File: src/source/kb_verify_config.svh
`ifndef KB_VERIFY_CONFIG_SVH
`define KB_VERIFY_CONFIG_SVH

// lanes sharing one md5 core
`define KB_LANES 2

// xtea rounds per block decrypt
`define XTEA_ROUNDS 32

`endif
File: src/source/cipher_pkg.sv
package cipher_pkg;

    // xtea key schedule constant
    localparam logic [31:0] xtea_delta = 32'h9e37_79b9;

    // 128-bit block, key or digest
    // w[0] sits in the low bits, block 0 is w[0]/w[1], block 1 is w[2]/w[3]
    typedef union packed {
        logic [127:0]      raw;                 // whole word, for compare and output
        logic [3:0][31:0]  w;                   // xtea key words / md5 A..D
    } cipher_block_u;

endpackage

File: src/source/key_check.sv
`timescale 1ns/1ps

module key_check (
    input  logic                      clk,
    input  logic                      rst,
    input  logic                      stall,
    input  logic                      start,
    input  logic [447:0]              kb,
    input  cipher_pkg::cipher_block_u in_buf,
    output logic [127:0]              key,
    output logic                      valid,
    output logic                      done,
    output logic                      md5_req,
    input  logic                      md5_gnt,
    output logic                      md5_write,
    output logic [3:0]                md5_waddr,
    output logic [31:0]               md5_wdata,
    output logic                      md5_start,
    input  logic                      md5_done,
    input  cipher_pkg::cipher_block_u md5_digest
);
    import cipher_pkg::*;

    localparam logic [2:0] S_IDLE = 3'd0;
    localparam logic [2:0] S_REQ  = 3'd1;
    localparam logic [2:0] S_LOAD = 3'd2;
    localparam logic [2:0] S_HASH = 3'd3;
    localparam logic [2:0] S_DEC  = 3'd4;
    localparam logic [2:0] S_CMP  = 3'd5;

    logic [2:0]    state;
    logic [4:0]    cnt;                         // next word to stream, 16 means all sent
    logic [447:0]  kb_q;
    cipher_block_u buf_q;                       // encrypted hash
    cipher_block_u hash_q;                      // digest, also the cipher key
    logic [63:0]   pt0, pt1;                    // plaintext blocks
    logic [1:0]    rdy;
    logic          go;
    logic          match;

    // padded block, kb slice 0 is word 0
    function automatic logic [31:0] pad_word(input logic [3:0] idx);
        if (idx == 4'd15) return 32'h8000_0000;
        if (idx == 4'd14) return 32'h0;
        return kb_q[32*idx +: 32];
    endfunction

    assign go    = (state == S_HASH) && md5_done && !stall; // digest lands as ciphers load
    assign match = ({pt1, pt0} == hash_q.raw);

    xtea_decrypt u_xtea0 (
        .clk(clk), .rst(rst), .stall(stall), .go(go), .key(hash_q),
        .block_in(buf_q.raw[63:0]), .block_out(pt0), .ready(rdy[0])
    );

    xtea_decrypt u_xtea1 (
        .clk(clk), .rst(rst), .stall(stall), .go(go), .key(hash_q),
        .block_in(buf_q.raw[127:64]), .block_out(pt1), .ready(rdy[1])
    );

    always_ff @(posedge clk) begin
        if (!stall && state == S_IDLE && start) begin
            kb_q  <= kb;
            buf_q <= in_buf;
        end
        if (go) begin
            hash_q <= md5_digest;
        end
    end

    always_ff @(posedge clk) begin
        if (rst) begin
            state     <= S_IDLE;
            cnt       <= '0;
            md5_req   <= 1'b0;
            md5_write <= 1'b0;
            md5_waddr <= '0;
            md5_wdata <= '0;
            md5_start <= 1'b0;
            done      <= 1'b0;
            valid     <= 1'b0;
            key       <= '0;
        end else begin
            md5_write <= 1'b0;                  // pulses drop even under stall
            md5_start <= 1'b0;
            done      <= 1'b0;
            valid     <= 1'b0;
            if (!stall) begin
                case (state)
                    S_IDLE: if (start) begin
                        md5_req <= 1'b1;
                        state   <= S_REQ;
                    end
                    S_REQ: if (md5_gnt) begin   // first word right on grant
                        md5_write <= 1'b1;
                        md5_waddr <= 4'd0;
                        md5_wdata <= pad_word(4'd0);
                        cnt       <= 5'd1;
                        state     <= S_LOAD;
                    end
                    S_LOAD: if (cnt[4]) begin
                        md5_start <= 1'b1;
                        state     <= S_HASH;
                    end else begin
                        md5_write <= 1'b1;
                        md5_waddr <= cnt[3:0];
                        md5_wdata <= pad_word(cnt[3:0]);
                        cnt       <= cnt + 5'd1;
                    end
                    S_HASH: if (md5_done) begin
                        md5_req <= 1'b0;        // core free for the other lane
                        state   <= S_DEC;
                    end
                    S_DEC: if (&rdy) begin
                        done  <= 1'b1;
                        valid <= match;
                        key   <= match ? hash_q.raw : 128'h0;
                        state <= S_CMP;
                    end
                    S_CMP: state <= S_IDLE;     // result cycle
                    default: state <= S_IDLE;
                endcase
            end
        end
    end

    a_valid_done: assert property (@(posedge clk) disable iff (rst) valid |-> done)
        else $error("key_check: valid without done");

    // the arbiter must route this lane before it drives the core
    a_write_granted: assert property (@(posedge clk) disable iff (rst)
        (md5_write || md5_start) |-> md5_gnt)
        else $error("key_check: md5 access without grant");

endmodule

File: src/source/xtea_decrypt.sv
`timescale 1ns/1ps
`include "kb_verify_config.svh"

module xtea_decrypt (
    input  logic                      clk,
    input  logic                      rst,
    input  logic                      stall,
    input  logic                      go,
    input  cipher_pkg::cipher_block_u key,
    input  logic [63:0]               block_in,
    output logic [63:0]               block_out,
    output logic                      ready
);
    import cipher_pkg::*;

    localparam int          ROUNDS   = `XTEA_ROUNDS;
    localparam int          CW       = $clog2(ROUNDS + 1);
    localparam logic [31:0] SUM_INIT = 32'(xtea_delta * ROUNDS); // sum after last enc round

    logic [31:0]   v0, v1, sum;
    logic [CW-1:0] cnt;
    logic          busy;
    logic [31:0]   v1_next, sum_next, v0_next;

    // inverse round, v1 first then v0 with the stepped sum
    always_comb begin
        v1_next  = v1 - ((((v0 << 4) ^ (v0 >> 5)) + v0) ^ (sum + key.w[sum[12:11]]));
        sum_next = sum - xtea_delta;
        v0_next  = v0 - ((((v1_next << 4) ^ (v1_next >> 5)) + v1_next)
                         ^ (sum_next + key.w[sum_next[1:0]]));
    end

    always_ff @(posedge clk) begin
        if (rst) begin
            busy  <= 1'b0;
            ready <= 1'b0;
            cnt   <= '0;
        end else if (!stall) begin
            ready <= 1'b0;                      // one unstalled cycle wide
            if (go) begin
                busy <= 1'b1;
                cnt  <= '0;
            end else if (busy) begin
                cnt <= cnt + 1'b1;
                if (cnt == CW'(ROUNDS - 1)) begin
                    busy  <= 1'b0;
                    ready <= 1'b1;
                end
            end
        end
    end

    always_ff @(posedge clk) begin
        if (!stall) begin
            if (go) begin
                v0  <= block_in[31:0];
                v1  <= block_in[63:32];
                sum <= SUM_INIT;
            end else if (busy) begin
                v0  <= v0_next;
                v1  <= v1_next;
                sum <= sum_next;
            end
        end
    end

    assign block_out = {v1, v0};                // held after the last round

endmodule

File: config.mk
export PLATFORM = sky130hd
export DESIGN_NAME = key_check
export DESIGN_NICKNAME = d
export VERILOG_FILES = /design/src/source/cipher_pkg.sv /design/src/source/key_check.sv /design/src/source/xtea_decrypt.sv
export VERILOG_INCLUDE_DIRS = /design/src /design/src/source
export SDC_FILE = /design/constraint.sdc
export NUM_CORES = 2
export LEC_CHECK = 0
export ABC_AREA = 1
export BUFFER_PORTS_ARGS = -buffer_cell sky130_fd_sc_hd__clkbuf_2
export CORE_ASPECT_RATIO = 1.1
export CORE_MARGIN = 1
export CORE_UTILIZATION = 31
export DETAILED_ROUTE_END_ITERATION = 7
export SYNTH_ARGS = -nofsm -noshare
export SYNTH_HDL_FRONTEND = slang
export SYNTH_SLANG_ARGS = --single-unit
File: constraint.sdc
create_clock -name clk -period 27.3 [get_ports clk]
set_clock_uncertainty 0.2 [all_clocks]
set_input_delay 2.73 -clock clk [delete_from_list [all_inputs] [get_ports clk]]
set_output_delay 2.73 -clock clk [all_outputs]
set_load 0.03 [all_outputs]
==> impl_metrics.tcl <==
set metrics [dict create \
    status "finished, violations left" \
    violations "DRC" \
    maxSlewHeadroom_pct 15.0 \
    grt_overflow 0 \
    fmax_mhz 95.5 \
    maxCapViolCount 0 \
    drt-vias-per-instance 5.38 \
    cts_root_buf "clkbuf_16" \
    cts_sinks 1089 \
    row_count 181 \
    min_path_type "reg2reg" \
    grt_first_pass_wirelength_um 443000 \
    layout_commonest_cell "nand2_1" \
    cp-start-kind "flop" \
    rsz0062_at_grt "no" \
    wl_met2_um 146000 \
    clk_latency_ns 0.84 \
    syn_area_sq_um 69100 \
    ys_ff_latch 1089 \
    fin_area_sq_um 80900 \
    num_vias 63700 \
    area_growth_pct 17.1 \
    firstDrtPassIters 8 \
    clk_pin_slew_ns 0.06 \
    yosysWarnings 0 \
    worst_pin_slew_ns 1.26 \
    drv_slew 0 \
    drive_above_1_share_pct 17.0 \
    highest_layer "met5" \
    core_sq_um 221000 \
    setup_violations 0 \
    final_util_pct 36.6 \
    start_util_pct 31.2 \
    wl_met1_um 121000 \
    ant_nets 0 \
    fin_crit_ns 10.47 \
    dr_wl_met3_um 26600 \
    ys_types 72 \
    setup_tns_ns 0 \
    async_reset_ff_share_pct 0 \
    die_width_um 452 \
    fill_cells 22700 \
    boundaryPins 879 \
    critPathMaxStageDelay_ns 0.85 \
    finalCritPeriodShare_pct 38.4 \
    routedWlPerCell_um 26.8 \
    antenna_found_initial 41 \
    drtIter0Drc 6523 \
    syn_area_per_cell_sq_um 8.65 \
    syn_inst 7984 \
    cp.required_ns 27.60 \
    critPathMaxFanout 64 \
    drc 6 \
    fin_nets 9900 \
    die_h_um 497 \
    synthFlopType "edfxtp_1" \
    cts_buffers 121 \
    end_kind "flop" \
    hold_viol 0 \
    cts-resized-gates 0 \
    grt_use_total_pct 27.3 \
    critPathArrivalTime_ns 10.77 \
    grt_max_degree 192 \
    h-tree-depth 3 \
    final_cell_mix "nand2_1, edfxtp_1, clkbuf_2" \
    place_congestion 1.06 \
    wl_um 317000 \
    ys_seq_area_share_pct 44.5 \
    path_class "reg2reg" \
    grt_pass1_vias 61500 \
    cts_tree "built" \
    clockBufferDepth 3 \
    dp_hpwl_um 253000 \
    synth_fp_nets 9090 \
    io_buffers 878 \
    synth_edf_count 896 \
    holdBufCountCts 0 \
    die-area_sq_um 225000 \
    place_area_sq_um 76600 \
    slowest_stage "inv_2" \
    post-cts-setup-buffer-count 0 \
]
## area by class of cell
type / count / area [sq um] / share of cell area [%]
diodes: 12 / 30.0 / 0.0371
clock buffers: 157 / 3280 / 4.06
clock inverters: 74 / 922 / 1.14
inverters: 688 / 2600 / 3.21
multi-input cells: 5923 / 34500 / 42.6
flip-flops and latches: 1089 / 30800 / 38.1
well taps: 2928 / 3660 / 4.53
repair buffers: 971 / 5140 / 6.36
## kinds of logic (layout without fill, tap and decap cells)
kind of cell	count (synthesis)	in the layout	share of synthesized area, %
AO/OA/AOI/OAI	2203	2203	17.8
other	0	12	0
buffers and inverters	972	1890	5.64
flip-flops	1089	1089	44.5
XOR/XNOR	651	651	8.38
AND/OR/NAND/NOR	2673	2673	16.3
adder cells (fa/ha/maj)	396	396	7.30
## through the flow
step / hold slack [ns] / setup WS (ns) / std cells
after floorplan: 0.223 / 8.21 / 7984
after global placement: 0.240 / 17.21 / 11600
after CTS: 0.257 / 16.99 / 11800
final: 0.257 / 16.83 / 11800
after global routing: 0.277 / 16.11 / 11800
after detailed placement: 0.244 / 17.11 / 11600
## cell usage after synthesis (all sizes together) (44+ instances only)
library cell | n | share of area, %
edfxtp | 896 | 39
inv | 685 | 3.7
a31oi | 59 | 0.53
nand4 | 67 | 0.62
ha | 384 | 7.0
o211ai | 44 | 0.49
nand3 | 236 | 1.7
a21oi | 963 | 7.6
buf | 52 | 0.63
nor2 | 609 | 3.3
o22ai | 80 | 0.72
xnor2 | 246 | 3.1
o21ai | 886 | 6.5
nor3 | 67 | 0.50
clkbuf | 232 | 1.3
nand2 | 1560 | 8.9
xor2 | 402 | 5.2
dfxtp | 193 | 5.6
or2 | 68 | 0.62
## path summary, 6_finish.rpt
kind | cells after the start | endpoint | slack (ns) | from
setup reg to reg | 46 | u_xtea1.v0[31] | 16.83 | u_xtea1.sum[12]
setup / recovery | 46 | u_xtea1.v0[31] | 16.83 | u_xtea1.sum[12]
hold / removal | 2 | md5_req | 0.26 | md5_req
hold reg to reg | 2 | md5_req | 0.26 | md5_req
## flip-flops by register name (all words and copies together) (netlist names), 3 cells and up
register / flops
buf_q: 128
cnt: 5
hash_q: 128
kb_q: 448
key: 128
md5_waddr: 4
md5_wdata: 32
state: 3
u_xtea0.cnt: 6
u_xtea0.sum: 32
u_xtea0.v0: 32
u_xtea0.v1: 32
u_xtea1.cnt: 6
u_xtea1.sum: 32
u_xtea1.v0: 32
u_xtea1.v1: 32
## critical path: cells and delay by family, from the launching register on
family	cells	cell delay (ns)
AO/OA/AOI/OAI	19	4.23
adder cells (fa/ha/maj)	5	1.62
AND/OR/NAND/NOR	12	1.31
buffers and inverters	6	1.17
XOR/XNOR	4	1.04
flip-flops	1	0.54
## routing by layer
layer / vias up / track usage [%]
li1: 29300 / -
met1: 30400 / 32.4
met2: 3145 / 44.5
met3: 757 / 5.89
met4: 44 / 17.5
met5: - / 0
Power is not shown: default switching activity piles up to over one toggle a cycle in this logic, so the estimate is an artifact.
